## src/include/cache_defs.svh

```systemverilog
`ifndef CACHE_DEFS_SVH
`define CACHE_DEFS_SVH

`define CACHE_SETS        16
`define CACHE_WAYS        4
`define CACHE_LINE_BYTES  64
`define CACHE_ADDR_BITS   32
`define CACHE_CNT_BITS    16
`define CACHE_FIFO_DEPTH  4

`define CACHE_OFFSET_BITS ($clog2(`CACHE_LINE_BYTES))
`define CACHE_SET_BITS    ($clog2(`CACHE_SETS))
`define CACHE_WAY_BITS    ($clog2(`CACHE_WAYS))
`define CACHE_TAG_BITS    (`CACHE_ADDR_BITS - `CACHE_SET_BITS - `CACHE_OFFSET_BITS)

`define REG_ADDR    8'h00
`define REG_CMD     8'h04
`define REG_PROBE   8'h08
`define REG_READS   8'h10
`define REG_WRITES  8'h14
`define REG_HITS    8'h18
`define REG_MISSES  8'h1C
`define REG_WBACKS  8'h20

`endif
```

## src/verilog/cache_cmd_pkg.sv

```systemverilog
`include "cache_defs.svh"

package cache_cmd_pkg;

  // Codes 2, 5-7 and 9-15 are reserved
  typedef enum logic [3:0] {
    CMD_READ      = 4'd0,
    CMD_WRITE     = 4'd1,
    CMD_INVAL     = 4'd3,  // Invalidate from L2
    CMD_SNOOP_RFO = 4'd4,  // Snooped read for ownership
    CMD_CLEAR     = 4'd8
  } cache_cmd_e;

  typedef struct packed {
    logic [`CACHE_TAG_BITS-1:0]    tag;
    logic [`CACHE_SET_BITS-1:0]    set;
    logic [`CACHE_OFFSET_BITS-1:0] offset;
  } addr_fields_t;

  // Same trace address seen raw or split into fields
  typedef union packed {
    logic [`CACHE_ADDR_BITS-1:0] raw;
    addr_fields_t                f;
  } cache_addr_u;

  typedef struct packed {
    cache_cmd_e  cmd;
    cache_addr_u addr;
  } cache_req_t;

endpackage

```

## src/verilog/cache_req_fifo.sv

```systemverilog
`include "cache_defs.svh"

module cache_req_fifo
  import cache_cmd_pkg::*;
(
  input  logic       Clock,
  input  logic       reset,
  input  logic       push,
  input  logic       pop,
  input  cache_req_t din,
  output cache_req_t dout,
  output logic       full,
  output logic       empty
);

  cache_req_t                           mem [`CACHE_FIFO_DEPTH];
  logic [$clog2(`CACHE_FIFO_DEPTH)-1:0] wr_ptr;
  logic [$clog2(`CACHE_FIFO_DEPTH)-1:0] rd_ptr;
  logic [$clog2(`CACHE_FIFO_DEPTH):0]   count;

  assign full  = (count == `CACHE_FIFO_DEPTH);
  assign empty = (count == 0);
  assign dout  = mem[rd_ptr];

  always_ff @(posedge Clock)
  begin
    if (push)
      mem[wr_ptr] <= din;
  end

  // Power of two depth so pointers wrap on their own
  always_ff @(posedge Clock or posedge reset)
  begin
    if (reset)
    begin
      wr_ptr <= '0;
      rd_ptr <= '0;
      count  <= '0;
    end
    else
    begin
      if (push)
        wr_ptr <= wr_ptr + 1'b1;
      if (pop)
        rd_ptr <= rd_ptr + 1'b1;
      if (push && !pop)
        count <= count + 1'b1;
      else if (pop && !push)
        count <= count - 1'b1;
    end
  end

  a_no_push_full: assert property (@(posedge Clock) disable iff (reset) push |-> !full);
  a_no_pop_empty: assert property (@(posedge Clock) disable iff (reset) pop |-> !empty);

endmodule

```

## config.mk

```make
export PLATFORM = sky130hd
export DESIGN_NAME = cache_req_fifo
export DESIGN_NICKNAME = d
export VERILOG_FILES = /design/src/verilog/cache_cmd_pkg.sv /design/src/verilog/cache_req_fifo.sv
export VERILOG_INCLUDE_DIRS = /design/src /design/src/include
export SDC_FILE = /design/constraint.sdc
export NUM_CORES = 1
export LEC_CHECK = 0
export BUFFER_PORTS_ARGS = -buffer_cell sky130_fd_sc_hd__buf_4
export CAP_MARGIN = 20
export CORE_MARGIN = 2
export CORE_UTILIZATION = 59
export CTS_BUF_LIST = sky130_fd_sc_hd__clkbuf_4 sky130_fd_sc_hd__clkbuf_8
export DETAILED_ROUTE_END_ITERATION = 16
export PLACE_DENSITY = 0.83
export SKIP_LAST_GASP = 1
export SYNTH_ARGS = -nofsm -noshare
export SYNTH_HDL_FRONTEND = slang
export SYNTH_SLANG_ARGS = --single-unit
```

## constraint.sdc

```tcl
create_clock -name Clock -period 2.3 [get_ports Clock]
set_clock_uncertainty 0.1 [all_clocks]
set_input_delay 0 -clock Clock [delete_from_list [all_inputs] [get_ports Clock]]
set_output_delay 0 -clock Clock [all_outputs]
set_load 0.02 [all_outputs]
```

Yosys cells after proc, flatten, opt, wreduce, memory -nomap -nowiden
Memories as Yosys holds them, arrays and structs flattened. Index checks and enable logic that the tools add are counted.

Bits in registers: 7. RAM bits: 144. Input bits: 40. Memories kept: 1.

$add $sub $neg: 4. Equal/unequal tests: 1. Mux-type cells: 4. Reductions and logical operators: 6.

Memory list: mem (words 4, bits a word 36, read ports 1, clocked after memory_dff 0, write ports 1, line cache_req_fifo.sv:16) `` cache_req_t mem [`CACHE_FIFO_DEPTH]; ``.

Operators by type and width (number): $mux 3 (2); $add 2x1->2 const B (2); $add 3x1->3 const B (1); $eq 3x3->1 const B (1); $logic_not 3->1 (1); $sub 3x1->3 const B (1); $logic_and 1x1->1 (2); $logic_not 1->1 (2); $mux 1 (2); $reduce_bool 2->1 (1).

Longest topological paths before layout
Depth after elaboration: 4. Depth in mapped cells: 7. Depth with buffers taken out: 7.

Worst setup path after synthesis
No wires, ideal clock.

Kind: reg-to-reg. Start point: register wr_ptr[0]. End point: memory mem[2][0] (netlist bit) (enable). Setup time: 0.397 ns. Data arrival time: 1.500 ns. Required time: 1.803 ns. Path slack: 0.304 ns. Stages on the path, launching flop included: 4. Buffers on the path: 0. Clock period less this slack: 1.996 ns. Path through: dfrtp_1 > inv_1 > ha_1 > and2_1.

RTL lines: start, declared (line cache_req_fifo.sv:17) `` logic [$clog2(`CACHE_FIFO_DEPTH)-1:0] wr_ptr; ``; start signal, assigned (line cache_req_fifo.sv:43) `wr_ptr <= wr_ptr + 1'b1;`; end, declared (line cache_req_fifo.sv:16).

Straight into the memory's write port.

==> impl_results.md <==
- Status: complete, no violations
- GRT Util Overall: 0.210
- Pre-CTS setup slack: approximately 580 ps
- Slowest stage delay, CP: around 560 ps
- Adder-cell share of the synthesized area: 0.0147
- 1st-pass router iterations: 4
- Layout Cells excl Fill: 500
- Worst Path Required: ~2200 ps
- Final WS setup: 201 ps
- Share of flip-flops with an asynchronous set or reset: 0.0464
- Synth Area in Compound Gates: 0.000892
- Final period utilization: 0.913
- Layout Nets: slightly above 400
- WL/cell: 20.1 um
- Gpl congestion: between 0.7 and 0.8
- Fin. Hold Viols: 0
- Relative slew margins: 0.738
- Syn_area_per_cell: 25.1 um2
- Layout cells sized above 1: 0.429
- Startpoint types: flop
- Most common flop cell mapped by yosys: edfxtp_1
- H-tree Lvls: 4
- RSZ-0062 raised after global routing: no
- Power Dens Cells: approximately 1200 nW/um2
- Area Overhead vs Synth: 28.5%
- Final ANT Viol Nets: 0
- Number of diodes: 0
- Max_cap viols: 0
- Die footprint: 10300 um2
- Initial antenna violation count: 0
- Commonest cells after routing, fill and taps aside: 144 x edfxtp_1, 79 x buf_4, 40 x dlygate4sd3_1
- Hold Crit Class: input port to flop
- Post-CTS sizing: 0
- M1 GR Usage: 0.260
- XOR/XNOR Fraction of Synth Area: 0.00937
- Number of global-route vias before repair: ~2.9k
- Post-synthesis simple-gate area fraction: 0.00870
- VDD IR max: 0.000698 V
- TritonCTS clock tree: done
- Top delay family on crit path: multiplexers
- Die Ht: roughly 100 um
- Cell Chain, Critical Path: buf_12 -> mux4_2 -> buf_4
- Post-synthesis sequential area ratio: 0.802
- Largest family of logic cells by synthesized area: multiplexers
- Buffers & Inverters on Critical Path: 2
- I/O Buffers: 77
- Root buffer cell: clkbuf_8
- Library cells used by synthesis: 19
- Tmin final: 2100 ps
- Final Max Slew Viols: 0
- 1st-iter DRT viols: 139
- Grt ovf: 0
- Final setup viols: 0
- Vias after detailed routing: around 2.7k
- Met3 Usage GRT: 0.0635
- Top-level I/O count: between 70 and 80
- Synth warnings: 0
- HPWL Detailed: between 5000 and 6000 um
- Post-synth EDFFs: 144
- First-pass GRT wire length: around 15000 um
- Slew @ Worst Pin: 393 ps
- FF+latch count, synth: ~150
- Mux contribution to synthesized area: 0.147
- Worst setup EP type: output port
- Final Total Pwr: 0.00894 W
- Routed WL: 10100 um
- GR peak layer: met2
- Worst-path fanout max: 32
- Met2 Use GR: 0.361
- Post-DR vias/cell: 5.40
- Fmax: 476 MHz
- Clk Latency, worst-skew pair: 430 ps
- WP data arrival: 2000 ps
- Cell count after synthesis: about 220
- Pleak: 2.55 nW
- Max clock buf depth: 2
- Chip width: 101 um
- Rows: 35
- Net Count, Synth: 269
- Num CTS Buffers: 17
- Largest net degree at the start of global routing: 33
- CP max-delay cell: mux4_2
- Core footprint: 9240 um2
- Type of the worst setup path: flop to output port
- Clock slew at reported path FFs: 90 ps
- Final setup TNS: 0 ps
- CTS Sinks: 151
- Starting Density: 0.607
- Most common cell after layout, fill and taps aside: edfxtp_1
- Drt drc: 0
- Cells after DPL: about 430
- Cell Area, Synth: ~5600 um2
per-layer routing:
layer,share of wire,up-vias,wire length [um]
li1,-,1203,-
met1,0.40,1393,4000
met2,0.54,92,5450
met3,0.047,12,474
met4,0.013,0,127
met5,0,-,0
layout make-up:
| cell class | instances | area (um2) |
|---|---|---|
| Fill cell | 459 | 2030 |
| Multi-Input combinational cell | 59 | 1020 |
| Inverter | 5 | 18.8 |
| Timing Repair Buffer | 124 | 1090 |
| Sequential cell | 151 | 4500 |
| Clock inverter | 15 | 181 |
| Tap cell | 129 | 161 |
| Clock buffer | 17 | 234 |
flip-flops by register name, indices dropped and copies added (netlist names):
register  count
count         3
mem         144
rd_ptr        2
wr_ptr        2
what timing repair did:
| action | in CTS | in global routing |
|---|---|---|
| hold endpoints to repair | 157 | 0 |
| setup endpoints to repair | 0 | 0 |
| setup buffers | 0 | 0 |
| hold buffers | 40 | 0 |
worst paths after layout:
path                                             from               endpoint  slack (ps)  depth (start not counted)
max in group asynchronous                       reset  rd_ptr[0]$_DFFE_PP0P_        1340                          4
worst max-delay path            rd_ptr[0]$_DFFE_PP0P_                dout[1]         200                          3
worst min register to register   count[2]$_DFFE_PP0P_   count[2]$_DFFE_PP0P_         430                          1
worst min-delay path                          din[19]   mem[3][19]$_DFFE_PP_         210                          2
min in group asynchronous                       reset   count[0]$_DFFE_PP0P_         520                          4
worst max register to register  wr_ptr[0]$_DFFE_PP0P_    mem[2][9]$_DFFE_PP_         570                          4
where the power goes:
| part | switching [W] | internal, W |
|---|---|---|
| sequential | 0.000227 | 0.00361 |
| combinational | 0.00158 | 0.00148 |
| clock | 0.00104 | 0.00101 |
| total | 0.00285 | 0.00609 |
metrics by stage:
stage	utilization	instance area [um2]	hold slack [ps]
finish	0.780	7210	209
global route	0.780	7210	197
CTS	0.780	7210	183
detailed placement	0.692	6390	-136
global placement	0.692	6390	-153
floorplan	-	5610	-297
kinds of logic after synthesis:
logic type,count (synthesis)
AND/OR/NAND/NOR,9
buffers and inverters,13
flip-flops,151
multiplexers,37
XOR/XNOR,6
AO/OA/AOI/OAI,1
adder cells (fa/ha/maj),6
synth_stat cells, types with 2 or more instances:
cell        n  share of area
dfrtp_1     7          0.031
inv_1       5         0.0033
buf_12      2         0.0071
ha_1        5          0.011
edfxtp_1  144           0.77
xor2_1      4         0.0062
xnor2_1     2         0.0031
buf_2       4         0.0036
nand2_1     2         0.0013
and2_1      4         0.0045
mux4_2     36           0.14
Note: power is estimated with default switching activity, not from simulation.
