$ cat src/include/cache_defs.svh
`ifndef CACHE_DEFS_SVH
`define CACHE_DEFS_SVH

`define CACHE_SETS        16
`define CACHE_WAYS        4
`define CACHE_LINE_BYTES  64
`define CACHE_ADDR_BITS   32
`define CACHE_CNT_BITS    16
`define CACHE_FIFO_DEPTH  4

`define CACHE_OFFSET_BITS ($clog2(`CACHE_LINE_BYTES))
`define CACHE_SET_BITS    ($clog2(`CACHE_SETS))
`define CACHE_WAY_BITS    ($clog2(`CACHE_WAYS))
`define CACHE_TAG_BITS    (`CACHE_ADDR_BITS - `CACHE_SET_BITS - `CACHE_OFFSET_BITS)

`define REG_ADDR    8'h00
`define REG_CMD     8'h04
`define REG_PROBE   8'h08
`define REG_READS   8'h10
`define REG_WRITES  8'h14
`define REG_HITS    8'h18
`define REG_MISSES  8'h1C
`define REG_WBACKS  8'h20

`endif
$ cat src/verilog/cache_lru_ranks.sv
`include "cache_defs.svh"

module cache_lru_ranks (
  input  logic                       Clock,
  input  logic                       reset,
  input  logic                       touch,
  input  logic                       clear,
  input  logic [`CACHE_SET_BITS-1:0] set,
  input  logic [`CACHE_WAY_BITS-1:0] way,
  output logic [`CACHE_WAY_BITS-1:0] victim
);

  logic [`CACHE_WAY_BITS-1:0] ranks [`CACHE_SETS][`CACHE_WAYS];
  logic [`CACHE_WAY_BITS-1:0] old_rank;

  assign old_rank = ranks[set][way];

  always_comb
  begin
    victim = '0;
    for (int w = 0; w < `CACHE_WAYS; w++)
    begin
      if (ranks[set][w] == '0)  // Rank 0 is least recently used
        victim = w[`CACHE_WAY_BITS-1:0];
    end
  end

  always_ff @(posedge Clock or posedge reset)
  begin
    if (reset)
    begin
      for (int s = 0; s < `CACHE_SETS; s++)
        for (int w = 0; w < `CACHE_WAYS; w++)
          ranks[s][w] <= w[`CACHE_WAY_BITS-1:0];
    end
    else if (clear)
    begin
      for (int s = 0; s < `CACHE_SETS; s++)
        for (int w = 0; w < `CACHE_WAYS; w++)
          ranks[s][w] <= w[`CACHE_WAY_BITS-1:0];
    end
    else if (touch)
    begin
      for (int w = 0; w < `CACHE_WAYS; w++)
      begin
        if (w == way)
          ranks[set][w] <= '1;  // Top rank, WAYS-1
        else if (ranks[set][w] > old_rank)
          ranks[set][w] <= ranks[set][w] - 1'b1;
      end
    end
  end

endmodule

$ cat config.mk
export PLATFORM = sky130hd
export DESIGN_NAME = cache_lru_ranks
export DESIGN_NICKNAME = d
export VERILOG_FILES = /design/src/verilog/cache_lru_ranks.sv
export VERILOG_INCLUDE_DIRS = /design/src /design/src/include
export SDC_FILE = /design/constraint.sdc
export NUM_CORES = 1
export LEC_CHECK = 0
export BUFFER_PORTS_ARGS = -buffer_cell sky130_fd_sc_hd__buf_2
export CORE_MARGIN = 1
export CORE_UTILIZATION = 58
export DETAILED_ROUTE_END_ITERATION = 6
export GPL_TIMING_DRIVEN = 0
export PLACE_DENSITY = 0.74
export SLEW_MARGIN = 5
export SYNTH_ARGS = -nofsm -noshare
export SYNTH_HDL_FRONTEND = slang
export SYNTH_SLANG_ARGS = --single-unit
$ cat constraint.sdc
create_clock -name Clock -period 9.1 [get_ports Clock]
set_clock_uncertainty 0.05 [all_clocks]
set_input_delay 0.91 -clock Clock [delete_from_list [all_inputs] [get_ports Clock]]
set_output_delay 0.91 -clock Clock [all_outputs]
set_load 0.02 [all_outputs]
* Yosys cells after proc, flatten, opt, wreduce, memory -nomap -nowiden
Index checks and enable logic that the tools add are counted.
Operators by class: add/subtract/negate cells 4, magnitude comparators 7, eq/ne operators 3, multiplexer cells 37, bitwise operators 6, reductions and logical operators 6
Operators with widths (count):
- $mux W128 | 16
- $bwmux W128 | 4
- $or A128 B128 Y128 | 4
- $demux W8 S4 | 4
- $bmux W8 S4 | 1
- $mux W8 | 3
- $mux W2 | 5
- $gt A2 B2 Y1 | 4
- $logic_not A2 Y1 | 4
- $sub A2 B1 Y2 const B | 4
- $mux W6 | 1
- $ge A5 B5 Y1 const B | 1
- $lt A5 B1 Y1 const B | 1
- $not A4 Y5 | 1
- $bmux W2 S2 | 1
- $eq A2 B2 Y1 const A | 2
- $mux W4 | 1
- $ge A3 B3 Y1 const B | 1
- $not A2 Y3 | 1
- $eq A1 B2 Y1 const A | 1
- $reduce_bool A2 Y1 | 1
- $logic_and A1 B1 Y1 | 1
- $mux W1 | 1
Storage, ports and cells: bits in registers 128, input port bits 10, output and inout bits 2

* Logic depth before layout (Yosys ltp)
depth in word-level cells 27, gate-level depth with buffers 17

* Least setup slack after synthesis
No wires, ideal clock.
path kind input to register, start point input set[0], end point register ranks[105] in the netlist's numbering, library setup time 0.079 ns, arrival time 3.977 ns, data required time 8.971 ns, path slack 4.994 ns, stages 16, path buffers 5, path through buf_6 -> buf_12 -> buf_6 -> mux4_2 -> a22oi_1 -> nand2_1 -> o22ai_1 -> a211o_1 -> ha_1 -> nor2b_1 -> clkbuf_1 -> o21ai_1 -> o21ai_1 -> buf_2 -> a21o_1 -> a22o_1
Between the ends: cells in the longest elaborated chain, start to end 27, elaborated cells between the ends (all ways) 47
Ends and longest elaborated chain:
- start, declared | line cache_lru_ranks.sv:8 | input logic [`CACHE_SET_BITS-1:0] set,
- $not A4 Y5 (not written as such) *
- $bmux W8 S4 | line cache_lru_ranks.sv:16, cache_lru_ranks.sv:48, cache_lru_ranks.sv:49
- $mux W8 (not written as such) (2 in a row) | line cache_lru_ranks.sv:48, cache_lru_ranks.sv:49
- $bmux W2 S2 | line cache_lru_ranks.sv:16 | assign old_rank = ranks[set][way];
- $mux W2 (not written as such) (2 in a row) | line cache_lru_ranks.sv:16
- $gt A2 B2 Y1 | line cache_lru_ranks.sv:48 | else if (ranks[set][w] > old_rank)
- $mux W128 | line cache_lru_ranks.sv:48
- $mux W128 | line cache_lru_ranks.sv:46 | if (w == way)
- [... 9 more ...]
- $mux W128 | line cache_lru_ranks.sv:46
- $mux W128 | line cache_lru_ranks.sv:42 | else if (touch)
- $mux W128 | line cache_lru_ranks.sv:36 | else if (clear)
- $bwmux W128 | line cache_lru_ranks.sv:49 | ranks[set][w] <= ranks[set][w] - 1'b1;
- $mux W128 | line cache_lru_ranks.sv:48
- $mux W128 * | line cache_lru_ranks.sv:46
- $mux W128 * | line cache_lru_ranks.sv:42
- $mux W128 * | line cache_lru_ranks.sv:36
- end signal, assigned by index | line cache_lru_ranks.sv:34 | ranks[s][w] <= w[`CACHE_WAY_BITS-1:0];
- end signal, assigned by index | line cache_lru_ranks.sv:40 | ranks[s][w] <= w[`CACHE_WAY_BITS-1:0];
- end signal, assigned by index | line cache_lru_ranks.sv:49
- end, declared | line cache_lru_ranks.sv:13 | logic [`CACHE_WAY_BITS-1:0] ranks [`CACHE_SETS][`CACHE_WAYS];
Mark *: on every way between the ends. The rest lies on a longest branch, timed or not. The select of a mux whose other input is x is not followed. A chain may end at the register's enable or synchronous reset.

* Final worst setup path
start point input set[1], end point register ranks[59] in the netlist's numbering
Same word-level chain as after synthesis.

==> results.json <==
{
  "status": "finished, final reports clean",
  "std_cell_rows": 42,
  "syn_nets": 802,
  "cts_resized": 0,
  "p_per_area_nw_per_um2": 190,
  "vias": 7312,
  "yosysWarnings": 0,
  "grt_max_degree": 98,
  "r2r_start": "ranks[42]",
  "antenna_found_initial": 0,
  "fin_nets": 828,
  "avgRoutedWirePerCell_um": 28.8,
  "final_util": 0.668,
  "crit_start": "set[1]",
  "p_leak_nw": 3.46,
  "synth-seq-cells": 128,
  "hold_viol_final": 0,
  "syn_avg_cell_area_um2": 10.3,
  "synth_area_um2": 8050,
  "finalWeightedCongestion": 0.986,
  "largest_reg_flops": 128,
  "cp_max_fo": 10,
  "remaining_drc_errors": 0,
  "grt_pass1_wl_um": 44200,
  "die_w_um": 120,
  "rsz0062_at_grt": "false",
  "clk_path_buf_depth": 2,
  "dp_slack_ns": 4.08,
  "grtUsageTotal": 0.425,
  "numCtsBuffers": 17,
  "setup_ws_ns": 4.36,
  "hold_path.class": "primary input to asynchronous set/reset pin",
  "irDropWorstVdd_mv": 0.131,
  "max_cap_viol_count": 0,
  "clkLatencyLatePin_ns": 0.43,
  "wl_um": 28600,
  "drtIter0Drc": 1041,
  "crit_path_start_kind": "primary input",
  "dp_hpwl_um": 19900,
  "synth_cell_type_count": 66,
  "worst_pin_slew_ns": 0.807,
  "grt_pass1_vias": 7316,
  "start_util": 0.601,
  "reg.largest.list": "ranks x128",
  "die-area_um2": 14400,
  "slew_headroom": 0.462,
  "syn_to_final_growth_pct": 11.1,
  "arrival_ns": 5.04,
  "crit_type": "primary input to flip-flop",
  "timing.final.crit_share": 0.521,
  "cts_tree": "built",
  "drt.antenna.violating_nets": 0,
  "fmax_mhz": 211,
  "overflow": 0,
  "cts.sink_count": 128,
  "antennaDiodeCount": 0,
  "crit_end": "ranks[59]",
  "ctsHoldBuffers": 0,
  "critPathCaptureType": "flip-flop",
  "clkTransAtPathRegs_ns": 0.06,
  "setup_viol": 0,
  "cts-root-buf": "clkbuf_16",
  "cts_max_level": 4,
  "layout_common_cells": "a21oi_1, nand2_1, dfstp_2, dfrtp_1, o21ai_1",
  "r2r_setup_slack_ns": 4.92,
  "ioPinCount": 12,
  "slew_violations": 0,
  "die_y_um": 120,
  "viasPerCell": 7.34,
  "core_area_um2": 13400,
  "setup_tns_ns": 0,
  "layout-drive-gt1-share": 0.246,
  "mostFrequentLayoutCell": "a21oi_1",
  "yosysSeqAreaShare": 0.408,
  "min_period_ns": 4.74,
  "firstDrtPassIters": 6,
  "syn_inst": 781,
  "numPortBuffers": 6,
  "r2r-end": "ranks[59]",
  "worstRegToRegCells": 12,
  "critPathRequiredTime_ns": 9.40,
  "cts_setup_buffers": 0,
  "top_register": "ranks"
}
through the flow:
step / hold WS, ns / total power [mW] / cell area, um2 / std cells
CTS: 0.420 / 1.68 / 8940 / 996
global route: 0.439 / 1.75 / 8940 / 996
global placement: 0.410 / 0.963 / 8300 / 963
finish: 0.422 / 1.70 / 8940 / 996
floorplan: 0.393 / 0.876 / 8050 / 781
detailed placement: 0.423 / 0.975 / 8340 / 964
worst min path at each step:
stage | slack [ns] | to | cells past startpoint | from
after global routing | 0.44 | ranks[114] | 2 | reset
final | 0.42 | ranks[34] | 2 | reset
after CTS | 0.42 | ranks[114] | 2 | reset
after detailed placement | 0.42 | ranks[54] | 2 | ranks[54]
after global placement | 0.41 | ranks[102] | 2 | ranks[102]
after floorplan | 0.39 | ranks[102] | 2 | ranks[102]
Yosys cell counts (all sizes together):
library cell | n | area (um2)
a211oi | 42 | 315
buf | 41 | 348
mux2 | 1 | 15.0
clkbuf | 39 | 146
a21oi | 113 | 614
and4bb | 6 | 75.1
o211a | 1 | 10.0
o22ai | 17 | 106
o21ai | 81 | 405
dfstp | 64 | 1680
or2 | 2 | 12.5
and4 | 1 | 8.76
xnor2 | 1 | 8.76
a221oi | 1 | 8.76
ha | 11 | 138
o211ai | 32 | 240
a41oi | 5 | 43.8
nor2b | 8 | 50.1
a21o | 32 | 240
and2 | 2 | 12.5
and2b | 1 | 7.51
and4b | 4 | 40.0
inv | 7 | 26.3
nor2 | 17 | 108
nand2 | 74 | 278
mux4 | 32 | 751
o22a | 1 | 8.76
dlygate4sd1 | 3 | 26.3
o311ai | 1 | 8.76
and3 | 1 | 6.26
o32ai | 1 | 8.76
o31ai | 6 | 45.0
mux2i | 4 | 65.1
nand3 | 7 | 45.0
nand2b | 3 | 18.8
a22oi | 21 | 158
a211o | 1 | 8.76
nor4b | 4 | 68.8
nor4 | 2 | 42.5
o221a | 1 | 11.3
a22o | 20 | 184
dfrtp | 64 | 1600
o21a | 2 | 15.0
nor3 | 3 | 31.3
xor2 | 1 | 8.76
report_power, final:
group | switching [mW] | internal (mW)
registers | 0.0178 | 0.618
clock network | 0.282 | 0.434
logic | 0.236 | 0.108
total | 0.536 | 1.16
critical path, cell delays in order:
cell and delay [ns]:
buf_6 0.18, buf_6 0.20, buf_2 0.42, mux4_2 0.39
a22oi_1 0.22, nand2_1 0.14, o22ai_1 0.24, a211o_1 0.30
ha_1 0.20, nor2b_1 0.14, clkbuf_1 0.27, o21ai_0 0.17
o21ai_1 0.53, clkbuf_1 0.41, a21oi_1 0.13, o21ai_1 0.17
per-layer routing:
layer / share of wire / vias to the layer above / global-route usage
li1: - / 3071 / -
met1: 0.39 / 3623 / 0.579
met2: 0.45 / 508 / 0.635
met3: 0.11 / 110 / 0.104
met4: 0.048 / 0 / 0.208
met5: 0 / - / 0
cell families (layout without fill, tap and decap cells):
logic type / Yosys count / count (layout) / synth area share
and+or+nand+nor: 135 / 135 / 0.0999
adders and majority gates: 11 / 11 / 0.0171
xor gates and xnor gates: 2 / 2 / 0.00218
muxes: 37 / 37 / 0.103
DFF: 128 / 128 / 0.408
AOI/OAI and AO/OA: 378 / 378 / 0.302
buffers and inverters: 90 / 129 / 0.0679
final cells by class:
| cell class | instances | area [um2] |
|---|---|---|
| Tap cell | 176 | 220 |
| Buffer | 83 | 520 |
| Inverter | 7 | 31.3 |
| Multi-Input combinational cell | 563 | 4220 |
| Timing Repair Buffer | 7 | 57.6 |
| Clock buffer | 17 | 425 |
| Clock inverter | 15 | 184 |
| Fill cell | 1084 | 4460 |
| Sequential cell | 128 | 3280 |
Note: power is estimated with default switching activity, not from simulation.
