===== src/include/cache_defs.svh =====
`ifndef CACHE_DEFS_SVH
`define CACHE_DEFS_SVH

`define CACHE_SETS        16
`define CACHE_WAYS        4
`define CACHE_LINE_BYTES  64
`define CACHE_ADDR_BITS   32
`define CACHE_CNT_BITS    16
`define CACHE_FIFO_DEPTH  4

`define CACHE_OFFSET_BITS ($clog2(`CACHE_LINE_BYTES))
`define CACHE_SET_BITS    ($clog2(`CACHE_SETS))
`define CACHE_WAY_BITS    ($clog2(`CACHE_WAYS))
`define CACHE_TAG_BITS    (`CACHE_ADDR_BITS - `CACHE_SET_BITS - `CACHE_OFFSET_BITS)

`define REG_ADDR    8'h00
`define REG_CMD     8'h04
`define REG_PROBE   8'h08
`define REG_READS   8'h10
`define REG_WRITES  8'h14
`define REG_HITS    8'h18
`define REG_MISSES  8'h1C
`define REG_WBACKS  8'h20

`endif

===== src/verilog/cache_line_pkg.sv =====
`include "cache_defs.svh"

package cache_line_pkg;

  typedef enum logic [1:0] {
    MODIFIED  = 2'd0,
    EXCLUSIVE = 2'd1,
    SHARED    = 2'd2,
    INVALID   = 2'd3
  } mesi_e;

  typedef struct packed {
    logic [`CACHE_TAG_BITS-1:0] tag;
    mesi_e                      state;
  } line_entry_t;

  // One flag per counted event
  typedef struct packed {
    logic rd;
    logic wr;
    logic hit;
    logic miss;
    logic wback;
  } cache_event_t;

endpackage


===== src/verilog/cache_stats.sv =====
`include "cache_defs.svh"

module cache_stats
  import cache_line_pkg::*;
(
  input  logic                            Clock,
  input  logic                            reset,
  input  cache_event_t                    events,
  output logic [4:0][`CACHE_CNT_BITS-1:0] counts
);

  logic [4:0] flags;

  // Index order matches the register map: reads first, writebacks last
  assign flags = {events.wback, events.miss, events.hit, events.wr, events.rd};

  always_ff @(posedge Clock or posedge reset)
  begin
    if (reset)
      counts <= '0;
    else
    begin
      for (int i = 0; i < 5; i++)
      begin
        if (flags[i] && counts[i] != '1)  // Saturate at max
          counts[i] <= counts[i] + 1'b1;
      end
    end
  end

endmodule


===== config.mk =====
export PLATFORM = sky130hd
export DESIGN_NAME = cache_stats
export DESIGN_NICKNAME = d
export VERILOG_FILES = /design/src/verilog/cache_line_pkg.sv /design/src/verilog/cache_stats.sv
export VERILOG_INCLUDE_DIRS = /design/src /design/src/include
export SDC_FILE = /design/constraint.sdc
export NUM_CORES = 1
export LEC_CHECK = 0
export ABC_AREA = 1
export BUFFER_PORTS_ARGS = -buffer_cell sky130_fd_sc_hd__buf_2
export CAP_MARGIN = 25
export CORE_MARGIN = 5
export CORE_UTILIZATION = 37
export CTS_CLUSTER_SIZE = 20
export DETAILED_ROUTE_END_ITERATION = 10
export GPL_ROUTABILITY_DRIVEN = 0
export PLACE_DENSITY = 0.59
export REMOVE_ABC_BUFFERS = 1
export SLEW_MARGIN = 30
export SYNTH_ARGS = -nofsm -noshare
export SYNTH_HDL_FRONTEND = slang
export SYNTH_SLANG_ARGS = --single-unit

===== constraint.sdc =====
create_clock -name Clock -period 6.81 [get_ports Clock]
set_input_delay 1.0215 -clock Clock [delete_from_list [all_inputs] [get_ports Clock]]
set_output_delay 1.0215 -clock Clock [all_outputs]
set_load 0.01 [all_outputs]

---- Yosys cells after proc, flatten, opt, wreduce, memory -nomap -nowiden ----
Index checks and enable logic that the tools add are counted.
operators by class
  eq/ne operators ......................... 5
  add/subtract/negate cells ............... 5
  reduce and logical (&&, ||, !) cells .... 5
operator list
  operator                 count
  $add A16 B1 Y16 const B  5
  $ne A16 B16 Y1 const B   5
  $logic_and A1 B1 Y1      5
storage, ports and cells
  logic and storage cells ................. 20
  bits of input ports ..................... 7
  register bits ........................... 80
  output and inout bits ................... 80

---- Logic depth before layout (Yosys ltp) ----
Gate-level depths: netlist of run 1.
  depth after elaboration ................. 2
  depth in mapped cells ................... 10
  mapped depth without buffers ............ 9

---- Worst setup path before layout of run 1 ----
OpenSTA, ideal clock, no wires.
  path kind ............................... input port to flip-flop
  from .................................... input events[2] in the netlist's numbering
  to ...................................... register counts[45] in the netlist's numbering
  arrival ................................. 1.649 ns
  cell stages on the path ................. 7
  slack ................................... 5.048 ns
  path buffers ............................ 0
  cells stage by stage .................... nand2_1 nor2_1 nand2_1 nor2_1 nand3_1 nand2_1 inv_1
on the way
  cells in the longest elaborated chain, start to end .. 1
RTL lines
  item                             line               RTL
  from (decl)                      cache_stats.sv:8   input cache_event_t events,
  $logic_and A1 B1 Y1              cache_stats.sv:25  if (flags[i] && counts[i] != '1)
  to (signal, indexed assignment)  cache_stats.sv:26  counts[i] <= counts[i] + 1'b1;
  to (decl)                        cache_stats.sv:9   output logic [4:0][`CACHE_CNT_BITS-1:0] counts
Every way passes these cells.
A chain may end at the register's enable or synchronous reset.

---- Worst setup path in the final report of run 1 ----
  from .................................... register counts[0] in the netlist's numbering
  to ...................................... output counts[0] in the netlist's numbering
No word-level cell between the ends.

==> results.cfg, run 1 <==
[floorplanning]
die-area_um2 = 15660
die_w_um = 125.1
chipHeight_um = 125.1
start_util_pct = 37.32
io_pins = 87
rows = 42
core-area_um2 = 13140

[cts]
cts_resized = 0
htreeDepth = 3
path_clk_slew_ns = 0.06
clockRootBuffer = clkbuf_16
cts.path.max_buffers = 2
tritoncts = done
clock_latency_ns = 0.34
postCtsHoldBufs = 0
cts_made_buffers = 9
post_cts_buffers = 0
cts_sinks = 80

[pwr]
power_density_nw_per_um2 = 256.2
power_frac_comb_pct = 21.0
p_int_w = 0.001010
leakage_nw = 3.008
seqPwrFrac_pct = 43.8
clockPowerShare_pct = 35.2
p_sw_w = 0.0004889
ir_drop_mv = 0.1443
swShare_pct = 32.61

[global_route]
grt_max_degree = 81
antenna_found_initial = 0
grt_overflow = 0
grt.total_usage_pct = 15.41
grt_pass1_vias = 4400
grt_pass1_wl_um = 20220

[job]
drv_cap = 0

[placed_design]
post-place-cells = 973
port_buffers = 86
dpl_worst_slack_ns = 4.801
post_dp_cell_area_um2 = 5528
dp_hpwl_um = 8404

[sta]
layout_setup_ws_ns = 4.766
grt_setup_unrepaired = no
finalHoldViolations = 0
worstMarginPinSlew_ns = 0.7606
fin_skew_ns = 0.007279
slew_headroom_pct = 49.29
setup_viol = 0
fin_crit_ns = 2.044
fmax_mhz = 489.2
hold_ws_ns = 0.5286
slew_violations = 0
period_share_pct = 30.02
setup_tns_ns = 0

[detailed_routing]
drt_pass1_iterations = 6
ant_nets = 0
drt-initial-drc-count = 162
wire_per_inst_um = 11.72
wirelength_um = 11590
vias = 4595
avgViaCountPerCell = 4.646
drc = 0

[hold_path]
hold_start = counts[49]
hold_end = counts[49]
hp-class = reg -> reg
hold_depth = 2

[setup_path]
worstPathArrival_ns = 1.02
rr_endpoint = counts[56]
reg2reg_setup_slack_ns = 5.04
crit_chain = buf_2
reg2reg_depth = 8
crit_family = flip-flops
start_kind = register
worst-path-buf-inv = 1
crit_path_max_fanout = 8
max_stage_delay_ns = 0.49
critPathKind = reg -> out
cp-end-kind = primary output
required_ns = 5.79
slowest_stage = dfrtp_1
rr_startpoint = counts[48]

[yosys]
synthArstFlopShare_pct = 100.0
syn-instance-count = 714
yosysSeqAreaShare_pct = 40.83
ys_ff_latch = 80
yosys.area.top_type_share_pct = 40.83
synth_most_common_cell = nand2_1
syn_area_um2 = 4903
synth_commonest_cells = nand2_1, dfrtp_1, nor2_1
ys_types = 25
synth_edf_count = 0
synth_ff_type = dfrtp_1
syn_avg_cell_area_um2 = 6.868
yosys_warnings = 0
synthTopCellsByArea = dfrtp_1, nand2_1, nor2_1
synth.largest_area_cell = dfrtp_1

[final_layout]
final_cells = 989
fillers = 1426
antenna_cells = 0
top_regs = counts: 80 flops
largest_reg_flops = 80
design_area_um2 = 5851
regMostFlops = counts
area_delta_synth_final_pct = 19.32
fin_nets = 820
drive_gt1_share_pct = 16.11

[status]
run_status = finished, final reports clean
-- metal layers --
| metal | vias up | track usage (%) | share of wire, % |
|---|---|---|---|
| li1 | 2415 | - | - |
| met1 | 2094 | 19.94 | 48 |
| met2 | 74 | 25.25 | 46 |
| met3 | 12 | 3.284 | 4.0 |
| met4 | 0 | 6.122 | 1.8 |
| met5 | - | 0 | 0 |
-- placed cells by master, fill, tap and decap left out --
cell,instances
nand2_2,4
xnor2_1,19
ha_1,5
nand4_4,1
o21ai_0,19
nor3_1,7
buf_6,1
nor2_2,10
clkinvlp_4,2
bufinv_16,2
clkinv_2,2
inv_1,76
nand2_1,312
nand3_2,1
nand4_2,2
nand3_1,41
buf_2,86
nor2_1,80
o21ai_1,6
nand4_1,17
dfrtp_1,80
clkbuf_16,9
nand3b_1,10
a21oi_2,1
clkbuf_8,1
nor2_4,4
nand2_4,3
clkbuf_1,1
o21ai_2,2
xor2_1,8
o21bai_1,1
-- worst max-delay path by stage --
| stage | startpoint | end | slack, ns | cells after the start |
|---|---|---|---|---|
| final | counts[0] | counts[0] | 4.77 | 1 |
| after floorplan | reset | counts[0] | 3.74 | 1 |
| after detailed placement | events[2] | counts[45] | 4.80 | 8 |
| after global placement | reset | counts[78] | 4.69 | 3 |
| after CTS | counts[0] | counts[0] | 4.75 | 1 |
| after global routing | counts[0] | counts[0] | 4.71 | 1 |
-- power by group through the flow --
stage,sequential [W],combinational [W],clock [W]
2_1_floorplan,0.000675,0.000173,0
3_3_place_gp,0.000663,0.000319,0
3_5_place_dp,0.000664,0.000320,0
4_1_cts,0.000657,0.000322,0.000545
5_1_grt,0.000674,0.000360,0.000559
6_report,0.000656,0.000315,0.000528
-- cells by family (layout without fill, tap and decap cells) --
group	Yosys count	in the layout	synth area share, %
simple gates	492	492	43.15
buf+inv	81	180	6.685
flops	80	80	40.83
compound gates	29	29	3.241
xor+xnor	27	27	4.823
fa+ha+maj	5	5	1.276
-- stage by stage --
step	total power (W)	util (%)
4_1_cts	0.001524	44.53
3_3_place_gp	0.0009820	42.05
6_report	0.001499	44.53
3_5_place_dp	0.0009846	42.08
2_1_floorplan	0.0008483	-
5_1_grt	0.001593	44.53
-- final cells by class --
cell class	count	area, um2	area share (%)
Timing Repair Buffer	87	441.7	7.549
Sequential cell	80	2002	34.22
Clock inverter	5	80.08	1.369
Tap cell	176	220.2	3.764
Inverter	77	290.3	4.961
Multi-Input combinational cell	553	2574	43.99
Clock buffer	11	242.7	4.149
(Power assumes the default switching activity.)
==> inputs of run 2 (changes only) <==
Clock period 6.81 ns to 2 ns, I/O delays scaled along.
==> results.cfg, run 2 (synthesis gave the netlist of run 1 again) <==
[setup_path]
crit_chain = ha_1, nand3_1, inv_1, nand2_1, nor2_1, nor2_2, o21ai_0
critPathKind = reg -> reg
cp-end-kind = register
slowest_stage = dfrtp_1
max_stage_delay_ns = 0.45
worst-path-buf-inv = 1
crit_family = simple AND/OR/NAND/NOR gates
start_kind = register
crit_path_max_fanout = 10
worstPathArrival_ns = 1.90
required_ns = 2.20

[cts]
post_cts_buffers = 0
cts_sinks = 80
tritoncts = done
htreeDepth = 3
cts_made_buffers = 9
clockRootBuffer = clkbuf_16
clock_latency_ns = 0.34
cts.path.max_buffers = 2
path_clk_slew_ns = 0.06

[pwr]
leakage_nw = 3.043
power_density_nw_per_um2 = 863.1
ir_drop_mv = 0.4804

[global_route]
grt_pass1_vias = 4307
grt_max_degree = 29
grt_overflow = 0
grt_pass1_wl_um = 20670
grt.total_usage_pct = 15.59
antenna_found_initial = 0

[final_layout]
largest_reg_flops = 80
regMostFlops = counts
final_common_cell = nand2_1
fin_util_pct = 44.95
drive_gt1_share_pct = 16.59
register_area_um2 = 2002
final_cells = 996
antenna_cells = 0
area_delta_synth_final_pct = 20.44
top_regs = counts: 80 flops
fin_nets = 827
multi_input_area_um2 = 2574
final_cell_mix = nand2_1, buf_2, nor2_1, dfrtp_1, inv_1
fillers = 1393

[sta]
finalHoldViolations = 0
worstMarginPinSlew_ns = 0.4458
period_share_pct = 85.22
slew_headroom_pct = 70.25
setup_viol = 0
grt_setup_unrepaired = no
fin_skew_ns = 0.01021
fin_crit_ns = 1.704
fmax_mhz = 586.7
slew_violations = 0

[floorplanning]
core-area_um2 = 13140
chipHeight_um = 125.1
start_util_pct = 37.32
io_pins = 87
die_w_um = 125.1
die-area_um2 = 15660
rows = 42

[detailed_routing]
wirelength_um = 11890
drt-initial-drc-count = 156
ant_nets = 0
drc = 0
avgViaCountPerCell = 4.585
vias = 4567
drt_pass1_iterations = 4
wire_per_inst_um = 11.94

[placed_design]
post-place-cells = 979
port_buffers = 86
dp_hpwl_um = 8933

[job]
drv_cap = 0

[hold_path]
hp-class = in -> reg

[status]
run_status = finished, final reports clean
==> run 2: path summary, 6_finish.rpt <==
check	startpoint	endpoint	slack [ns]	depth (start not counted)
min	events[3]	counts[18]	0.33	3
min in group asynchronous	reset	counts[16]	0.51	3
min reg2reg	counts[63]	counts[63]	0.51	2
max in group asynchronous	reset	counts[10]	0.88	4
max	counts[64]	counts[67]	0.30	7
max reg2reg	counts[64]	counts[67]	0.30	7
==> run 2: stage by stage <==
| stage | total power [W] | hold slack [ns] | setup TNS (ns) | setup slack [ns] | instance area, um2 |
|---|---|---|---|---|---|
| after CTS | 0.005185 | 0.3248 | 0 | 0.2739 | 5906 |
| after global placement | 0.003372 | 0.3197 | 0 | 0.3414 | 5582 |
| after floorplan | 0.002888 | 0.4959 | -28.14 | -0.3517 | 4865 |
| final | 0.005097 | 0.3321 | 0 | 0.2956 | 5906 |
| after global routing | 0.005423 | 0.3479 | 0 | 0.1114 | 5906 |
| after detailed placement | 0.003384 | 0.3265 | 0 | 0.2907 | 5582 |
==> run 2: routing by layer <==
metal / part of all wire [%] / track usage [%]
met2: 44 / 24.23
met4: 0.85 / 4.209
met5: 0 / 0
met1: 51 / 21.44
met3: 4.3 / 4.392
==> run 2: cell type report <==
cell class              count  area share (%)
repair buffers             94           8.559
well taps                 176           3.729
inverters                  77           4.915
clock inverters             5           1.377
flip-flops and latches     80           33.90
clock buffers              11           3.941
multi-input cells         553           43.58
==> run 2: worst reg2reg max path, cell delays in order (launching register included) <==
cell     delay (ns)
dfrtp_1        0.45
ha_1           0.28
nand3_1        0.16
inv_1          0.07
nand2_1        0.11
nor2_1         0.07
nor2_2         0.29
o21ai_0        0.14
==> run 2: where the power goes <==
group	total [W]	switching (W)	internal (W)
Sequential	0.00224	0.000383	0.00186
Combinational	0.00110	0.000631	0.000470
Clock	0.00175	0.000660	0.00109
==> run 2: repair_timing <==
action | CTS | global route
gates resized for setup | 0 | 0
hold buffers | 1 | 0
hold endpoints to repair | 21 | 0
