File: config.mk
export PLATFORM = sky130hd
export DESIGN_NAME = cache_apb_front
export DESIGN_NICKNAME = d
export VERILOG_FILES = /design/src/verilog/cache_line_pkg.sv /design/src/verilog/cache_cmd_pkg.sv /design/src/verilog/cache_apb_front.sv
export VERILOG_INCLUDE_DIRS = /design/src /design/src/include
export SDC_FILE = /design/constraint.sdc
export NUM_CORES = 1
export LEC_CHECK = 0
export ABC_AREA = 1
export ABC_CLOCK_PERIOD_IN_PS = 2300
export BUFFER_PORTS_ARGS = -buffer_cell sky130_fd_sc_hd__buf_2
export CAP_MARGIN = 30
export CORE_MARGIN = 2
export CORE_UTILIZATION = 45
export CTS_CLUSTER_DIAMETER = 150
export DETAILED_ROUTE_END_ITERATION = 8
export PLACE_DENSITY = 0.89
export SETUP_SLACK_MARGIN = 0.3
export SLEW_MARGIN = 5
export SYNTH_ARGS = -nofsm -noshare
export SYNTH_HDL_FRONTEND = slang
export SYNTH_SLANG_ARGS = --single-unit
File: constraint.sdc
create_clock -name Clock -period 2.3 [get_ports Clock]
set_input_delay 0.46 -clock Clock [delete_from_list [all_inputs] [get_ports Clock]]
set_output_delay 0.46 -clock Clock [all_outputs]
set_load 0.02 [all_outputs]
File: src/include/cache_defs.svh
`ifndef CACHE_DEFS_SVH
`define CACHE_DEFS_SVH

`define CACHE_SETS        16
`define CACHE_WAYS        4
`define CACHE_LINE_BYTES  64
`define CACHE_ADDR_BITS   32
`define CACHE_CNT_BITS    16
`define CACHE_FIFO_DEPTH  4

`define CACHE_OFFSET_BITS ($clog2(`CACHE_LINE_BYTES))
`define CACHE_SET_BITS    ($clog2(`CACHE_SETS))
`define CACHE_WAY_BITS    ($clog2(`CACHE_WAYS))
`define CACHE_TAG_BITS    (`CACHE_ADDR_BITS - `CACHE_SET_BITS - `CACHE_OFFSET_BITS)

`define REG_ADDR    8'h00
`define REG_CMD     8'h04
`define REG_PROBE   8'h08
`define REG_READS   8'h10
`define REG_WRITES  8'h14
`define REG_HITS    8'h18
`define REG_MISSES  8'h1C
`define REG_WBACKS  8'h20

`endif
File: src/verilog/cache_line_pkg.sv
`include "cache_defs.svh"

package cache_line_pkg;

  typedef enum logic [1:0] {
    MODIFIED  = 2'd0,
    EXCLUSIVE = 2'd1,
    SHARED    = 2'd2,
    INVALID   = 2'd3
  } mesi_e;

  typedef struct packed {
    logic [`CACHE_TAG_BITS-1:0] tag;
    mesi_e                      state;
  } line_entry_t;

  // One flag per counted event
  typedef struct packed {
    logic rd;
    logic wr;
    logic hit;
    logic miss;
    logic wback;
  } cache_event_t;

endpackage

File: src/verilog/cache_cmd_pkg.sv
`include "cache_defs.svh"

package cache_cmd_pkg;

  // Codes 2, 5-7 and 9-15 are reserved
  typedef enum logic [3:0] {
    CMD_READ      = 4'd0,
    CMD_WRITE     = 4'd1,
    CMD_INVAL     = 4'd3,  // Invalidate from L2
    CMD_SNOOP_RFO = 4'd4,  // Snooped read for ownership
    CMD_CLEAR     = 4'd8
  } cache_cmd_e;

  typedef struct packed {
    logic [`CACHE_TAG_BITS-1:0]    tag;
    logic [`CACHE_SET_BITS-1:0]    set;
    logic [`CACHE_OFFSET_BITS-1:0] offset;
  } addr_fields_t;

  // Same trace address seen raw or split into fields
  typedef union packed {
    logic [`CACHE_ADDR_BITS-1:0] raw;
    addr_fields_t                f;
  } cache_addr_u;

  typedef struct packed {
    cache_cmd_e  cmd;
    cache_addr_u addr;
  } cache_req_t;

endpackage

File: src/verilog/cache_apb_front.sv
`include "cache_defs.svh"

module cache_apb_front
  import cache_cmd_pkg::*;
  import cache_line_pkg::*;
(
  input  logic                               Clock,
  input  logic                               reset,
  input  logic                               psel,
  input  logic                               penable,
  input  logic                               pwrite,
  input  logic [7:0]                         paddr,
  input  logic [31:0]                        pwdata,
  output logic [31:0]                        prdata,
  output logic                               pready,
  output logic                               pslverr,
  output logic                               push,
  output cache_req_t                         req,
  input  logic                               full,
  input  logic                               busy,
  input  logic                               empty,
  input  mesi_e                              probe_state,
  input  logic [4:0][`CACHE_CNT_BITS-1:0]    counts
);

  cache_addr_u addr_q;
  logic        access;
  logic        cmd_ok;
  logic        idle;

  assign access = psel && penable;
  assign idle   = empty && !busy;  // All queued work has retired
  assign req.cmd  = cache_cmd_e'(pwdata[3:0]);
  assign req.addr = addr_q;

  always_comb
  begin
    case (pwdata[3:0])
      CMD_READ, CMD_WRITE, CMD_INVAL, CMD_SNOOP_RFO, CMD_CLEAR: cmd_ok = 1'b1;
      default: cmd_ok = 1'b0;
    endcase
  end

  always_comb
  begin
    pready  = 1'b0;
    pslverr = 1'b0;
    push    = 1'b0;
    prdata  = '0;
    if (access && pwrite)
    begin
      case (paddr)
        `REG_ADDR: pready = 1'b1;
        `REG_CMD:
        begin
          if (!cmd_ok)
          begin
            pready  = 1'b1;
            pslverr = 1'b1;
          end
          else if (!full)  // Otherwise wait for space
          begin
            pready = 1'b1;
            push   = 1'b1;
          end
        end
        default:
        begin
          pready  = 1'b1;
          pslverr = 1'b1;
        end
      endcase
    end
    else if (access && idle)
    begin
      pready = 1'b1;
      case (paddr)
        `REG_ADDR:   prdata = addr_q.raw;
        `REG_PROBE:  prdata = 32'(probe_state);
        `REG_READS:  prdata = 32'(counts[0]);
        `REG_WRITES: prdata = 32'(counts[1]);
        `REG_HITS:   prdata = 32'(counts[2]);
        `REG_MISSES: prdata = 32'(counts[3]);
        `REG_WBACKS: prdata = 32'(counts[4]);
        default:     pslverr = 1'b1;
      endcase
    end
  end

  always_ff @(posedge Clock or posedge reset)
  begin
    if (reset)
      addr_q <= '0;
    else if (access && pwrite && paddr == `REG_ADDR)
      addr_q <= pwdata;
  end

  a_penable_with_psel: assert property (@(posedge Clock) disable iff (reset)
    $rose(penable) |-> psel);

endmodule

# ---- Word-level counts from Yosys, hierarchy flattened
# Cells that the tools add are included.
dict set report totals {
  regBits 32
  input_bits 130
  output_inout_bits 71
  elab_cells 39
}
dict set report op_classes {
  eq_ne 11
  mux 17
  n_reduce_logical 10
}
# op n
set ops {}
lappend ops {{one-hot mux 32 bit (7 select lines)} 1}
lappend ops {{two-way mux 32 bit} 2}
lappend ops {{equality test 8 x 5 -> 1 bit, second input constant} 4}
lappend ops {{two-way mux 1 bit} 13}
lappend ops {{equality test 8 x 3 -> 1 bit, second input constant} 1}
lappend ops {{equality test 8 x 4 -> 1 bit, second input constant} 1}
lappend ops {{equality test 8 x 6 -> 1 bit, second input constant} 1}
lappend ops {{zero test 8 bit} 1}
lappend ops {{OR reduction 7 bit} 1}
lappend ops {{logical AND 1 bit} 5}
lappend ops {{OR reduction 5 bit} 1}
lappend ops {{equality test 4 x 1 -> 1 bit, second input constant} 1}
lappend ops {{equality test 4 x 2 -> 1 bit, second input constant} 1}
lappend ops {{equality test 4 x 3 -> 1 bit, second input constant} 1}
lappend ops {{equality test 4 bit, second input constant} 1}
lappend ops {{zero test 4 bit} 1}
lappend ops {{one-hot mux 1 bit (2 select lines)} 1}
lappend ops {{zero test 1 bit} 1}

# ---- Longest topological paths before layout
dict set report depth {
  ltp_word 6
  mapped_depth 11
  depth_no_buf 9
}

# ---- Worst setup path after synthesis
# No wires, ideal clock.
dict set report synth_timing {
  kind {input to output}
  startpoint {input psel}
  endpoint {output prdata[23]}
  t_arrival_ns 1.544
  t_required_ns 1.840
  path_slack_ns 0.296
  path_stages 4
  path_buffers 1
  path_cell_list {nand3_1 > nand4_1 > clkbuf_1 > nor3_1}
}
dict set report synth_between {
  elab_chain_len 4
  elab_cells_between_ends 5
  cone_classes {mux: 2; reduce/logical: 3}
}
# element line_no
set synth_rtl {}
lappend synth_rtl {{from (decl)} cache_apb_front.sv:9} ;# input logic psel,
lappend synth_rtl {{logical AND 1 bit (*)} cache_apb_front.sv:31} ;# assign access = psel && penable;
lappend synth_rtl {{logical AND 1 bit} cache_apb_front.sv:74} ;# else if (access && idle)
lappend synth_rtl {{two-way mux 32 bit} cache_apb_front.sv:74}
lappend synth_rtl {{two-way mux 32 bit (*)} cache_apb_front.sv:50} ;# if (access && pwrite)
lappend synth_rtl {{to (decl)} cache_apb_front.sv:14} ;# output logic [31:0] prdata,
# Every way passes the cells marked *; elsewhere a longest branch is shown, timed or not.

# ---- Final worst setup path
dict set report layout_timing {
  startpoint {input paddr[5]}
  endpoint {output prdata[9]}
}
dict set report layout_between {
  elab_chain_len 4
  elab_cells_between_ends 10
  cone_classes {eq/ne: 6; mux: 3; reduce/logical: 1}
}
# element line_no
set layout_rtl {}
lappend layout_rtl {{from (decl)} cache_apb_front.sv:12} ;# input logic [7:0] paddr,
lappend layout_rtl {{equality test 8 x 6 -> 1 bit (tied with other cells)} cache_apb_front.sv:77} ;# case (paddr)
lappend layout_rtl {{one-hot mux 32 bit (7 select lines) (*)} cache_apb_front.sv:77}
lappend layout_rtl {{two-way mux 32 bit (*)} cache_apb_front.sv:74}
lappend layout_rtl {{two-way mux 32 bit (*)} cache_apb_front.sv:50}
# Marked as above.

==> key figures <==
Finish
  – Layout fillers: 444
  – Top reg by flops: addr_q
  – Reg area: 800.8 um^2
  – N_diodes: 0
  – Fraction of layout cells with a size suffix above 1: 0.4475
  – Largest registers: addr_q (32)
  – Max reg flops: 32
  – Area delta synth->final: 67.79%
  – Multi-input gate area: 1754 um^2
  – Final core utilization: 0.7783
  – Layout Cells excl Fill: 761
  – Nets: 816
  – Final instance area: 4608 um^2

Hold path
  – Hold WC Path Type: in2async

Placed design
  – Pre-CTS setup slack: 97.05 ps
  – Placed cell area: 3852 um^2
  – # port buffers: 200
  – Detailed-placement wirelength estimate: 7.719 mm
  – Routability cong.: 0.8790
  – Placed cell count: 737

Synth
  – Synth Cell Area: 2746 um^2
  – Synth Register Bits: 32
  – Syn Nets: 600
  – Number of synthesis warnings: 0
  – Mean area per synthesized cell: 5.843 um^2
  – Area share of the largest cell type after synthesis: 0.2916
  – Library cells used by synthesis: 22
  – Cell taking the most area after synthesis: dfrtp_1
  – Sequential share of the synthesized area: 0.2916
  – Gate Count Post-Synth: 470
  – Leading post-synthesis cells by cell area: dfrtp_1, nand2_1, nand3_1

Setup path
  – R2r setup slk: 1620 ps
  – Crit path DAT: 1780 ps
  – Worst reg-to-reg path cell count: 2
  – WS Path Type: in2out
  – CP Launch Type: input pin
  – Critical R2R Launch: addr_q[25]
  – Capturing point of the worst reg2reg path: addr_q[25]
  – Setup crit start: paddr[5]
  – Critical path capture point type: primary output
  – Setup crit end: prdata[9]
  – Critical Path RT: 1840 ps
  – CP max FO: 9

Clock tree
  – Root Driver: clkbuf_8
  – Num CTS Buffers: 5
  – CTS H-tree depth: 2
  – Clk_lat worst skew: 290 ps
  – CTS sink count: 32
  – Clk pin slew, worst setup/hold paths: 60 ps
  – Maximum clock path buffer count: 2
  – CTS tree: yes
  – CTS Hold Bufs: 0

Status
  – Status: finished, final reports clean

Detailed routing
  – Routed vias: 3921
  – Iter 0 DRT Violations: 205
  – Post-route ant nets: 0
  – Vias per Instance: 5.152
  – Drt total wl: 11.63 mm
  – Drt first pass iters: 5
  – WL per Instance: 15.28 um
  – DRC: 0

STA
  – Final WS setup: 61.30 ps
  – Worst Skew: 0 ps
  – Highest clock rate: 446.7 MHz
  – Sum of negative setup slack: 0 ps
  – Final Hold Fails: 0
  – Min cycle time layout: 2239 ps
  – Slew headroom: 0.7311
  – WHS: 250.5 ps
  – Final setup viols: 0
  – Slew @ Worst Pin: 403.4 ps
  – Final period util: 0.9733
  – Unrepaired setup endpoints after global routing: true
  – Max Slew Vio Count: 0

Global route
  – Total congestion overflow: 0
  – Largest net degree at the start of global routing: 37
  – Initial antenna violation count: 0
  – Total GRT Usage: 0.2853
  – First-pass GRT wire length: 14.88 mm
  – Vias in the first global route: 3363

Pwr
  – VDD IR-drop max: 423.3 uV
  – Cell Pwr Density: 279.9 nW/um^2
  – Leak: 2.700 nW
  – Overall Power: 1.290 mW

Floorplanning
  – Std cell rows: 28
  – Die width: 82.12 um
  – Die area: 6744 um^2
  – Total core area: 5921 um^2
  – Initial core utilization: 0.4639
  – Die Height: 82.12 um
  – Io pins: 201

Run
  – MaxCap Viol Count: 0
-- worst max-delay path, cell delays in order --
cell     delay [ps]
buf_8           100
inv_4            50
nand2_4          40
nor2_4          170
buf_6           120
buf_12          110
buf_16          120
nand3_1          60
nand2_1          90
inv_1            50
nand2_1          50
nor2_1           50
nor2_2          160
buf_6           140
-- cell usage in the layout (no fill, tap or decap) --
cell	instances
buf_4	30
inv_4	4
nor3_1	10
nand2_8	2
nand4_1	2
o31ai_1	1
inv_1	55
nor3_2	2
a21oi_1	11
buf_8	1
nor2_8	1
inv_2	3
nand2_1	159
clkbuf_16	5
buf_2	173
nor2_4	13
nand3_2	8
buf_6	19
o21ai_1	3
nand2_4	6
buf_12	5
nor2_1	31
buf_16	3
nand2_2	7
inv_8	1
clkbuf_1	1
nand3_1	74
clkinv_2	1
clkbuf_8	5
dfrtp_1	32
nor2_2	18
-- worst min path at each step --
stage                    start         end  slack, ps  cells after the start
finish                   reset  addr_q[23]        250                      3
global route             reset  addr_q[25]        290                      3
CTS                      reset  addr_q[25]        250                      3
detailed placement  addr_q[27]  addr_q[27]        480                      2
global placement    addr_q[15]  addr_q[15]        480                      2
floorplan                reset   addr_q[0]        580                      1
-- layer usage --
| metal | global-route usage | up-vias | wire [um] |
|---|---|---|---|
| met5 | 0 | - | 0 |
| met4 | 0.09000 | 0 | 292 |
| met3 | 0.05870 | 34 | 1165 |
| met2 | 0.5358 | 239 | 5980 |
| met1 | 0.3206 | 1770 | 4186 |
| li1 | - | 1878 | - |
-- final cells by class --
class                   count  share of cell area
inverters                  63             0.05512
flip-flops and latches     32              0.1738
well taps                  75             0.02036
clock inverters             1            0.001086
multi-input cells         348              0.3807
repair buffers            236              0.3532
clock buffers               6             0.01575
-- report_power, final --
group / internal, mW / leakage (nW) / switching, mW
Clock: 0.205 / 0.0410 / 0.203
Combinational: 0.146 / 2.27 / 0.158
Sequential: 0.571 / 0.390 / 0.00616
-- cells in the mapped netlist (all sizes together) --
master,n
buf,23
clkbuf,5
inv,63
o31ai,1
nor3,12
nor2,63
dfrtp,32
nand4,2
nand2,173
a21oi,11
nand3,82
o21ai,3
-- logic make-up after synthesis --
group / Yosys count / share of synthesized area
buffers and inverters: 91 / 0.1458
DFF: 32 / 0.2916
and+or+nand+nor: 332 / 0.5344
AOI/OAI and AO/OA: 15 / 0.02824
-- timing repair --
item / 4_1_cts / 5_1_grt
setup buffers: 4 / 4
cloned: 3 / 6
hold endpoints to repair: 0 / 0
pin swaps: 3 / 29
resized for setup: 25 / 86
endpoints found under the setup margin: 26 / 33
No activity file was read; power rests on OpenSTA's default activity.
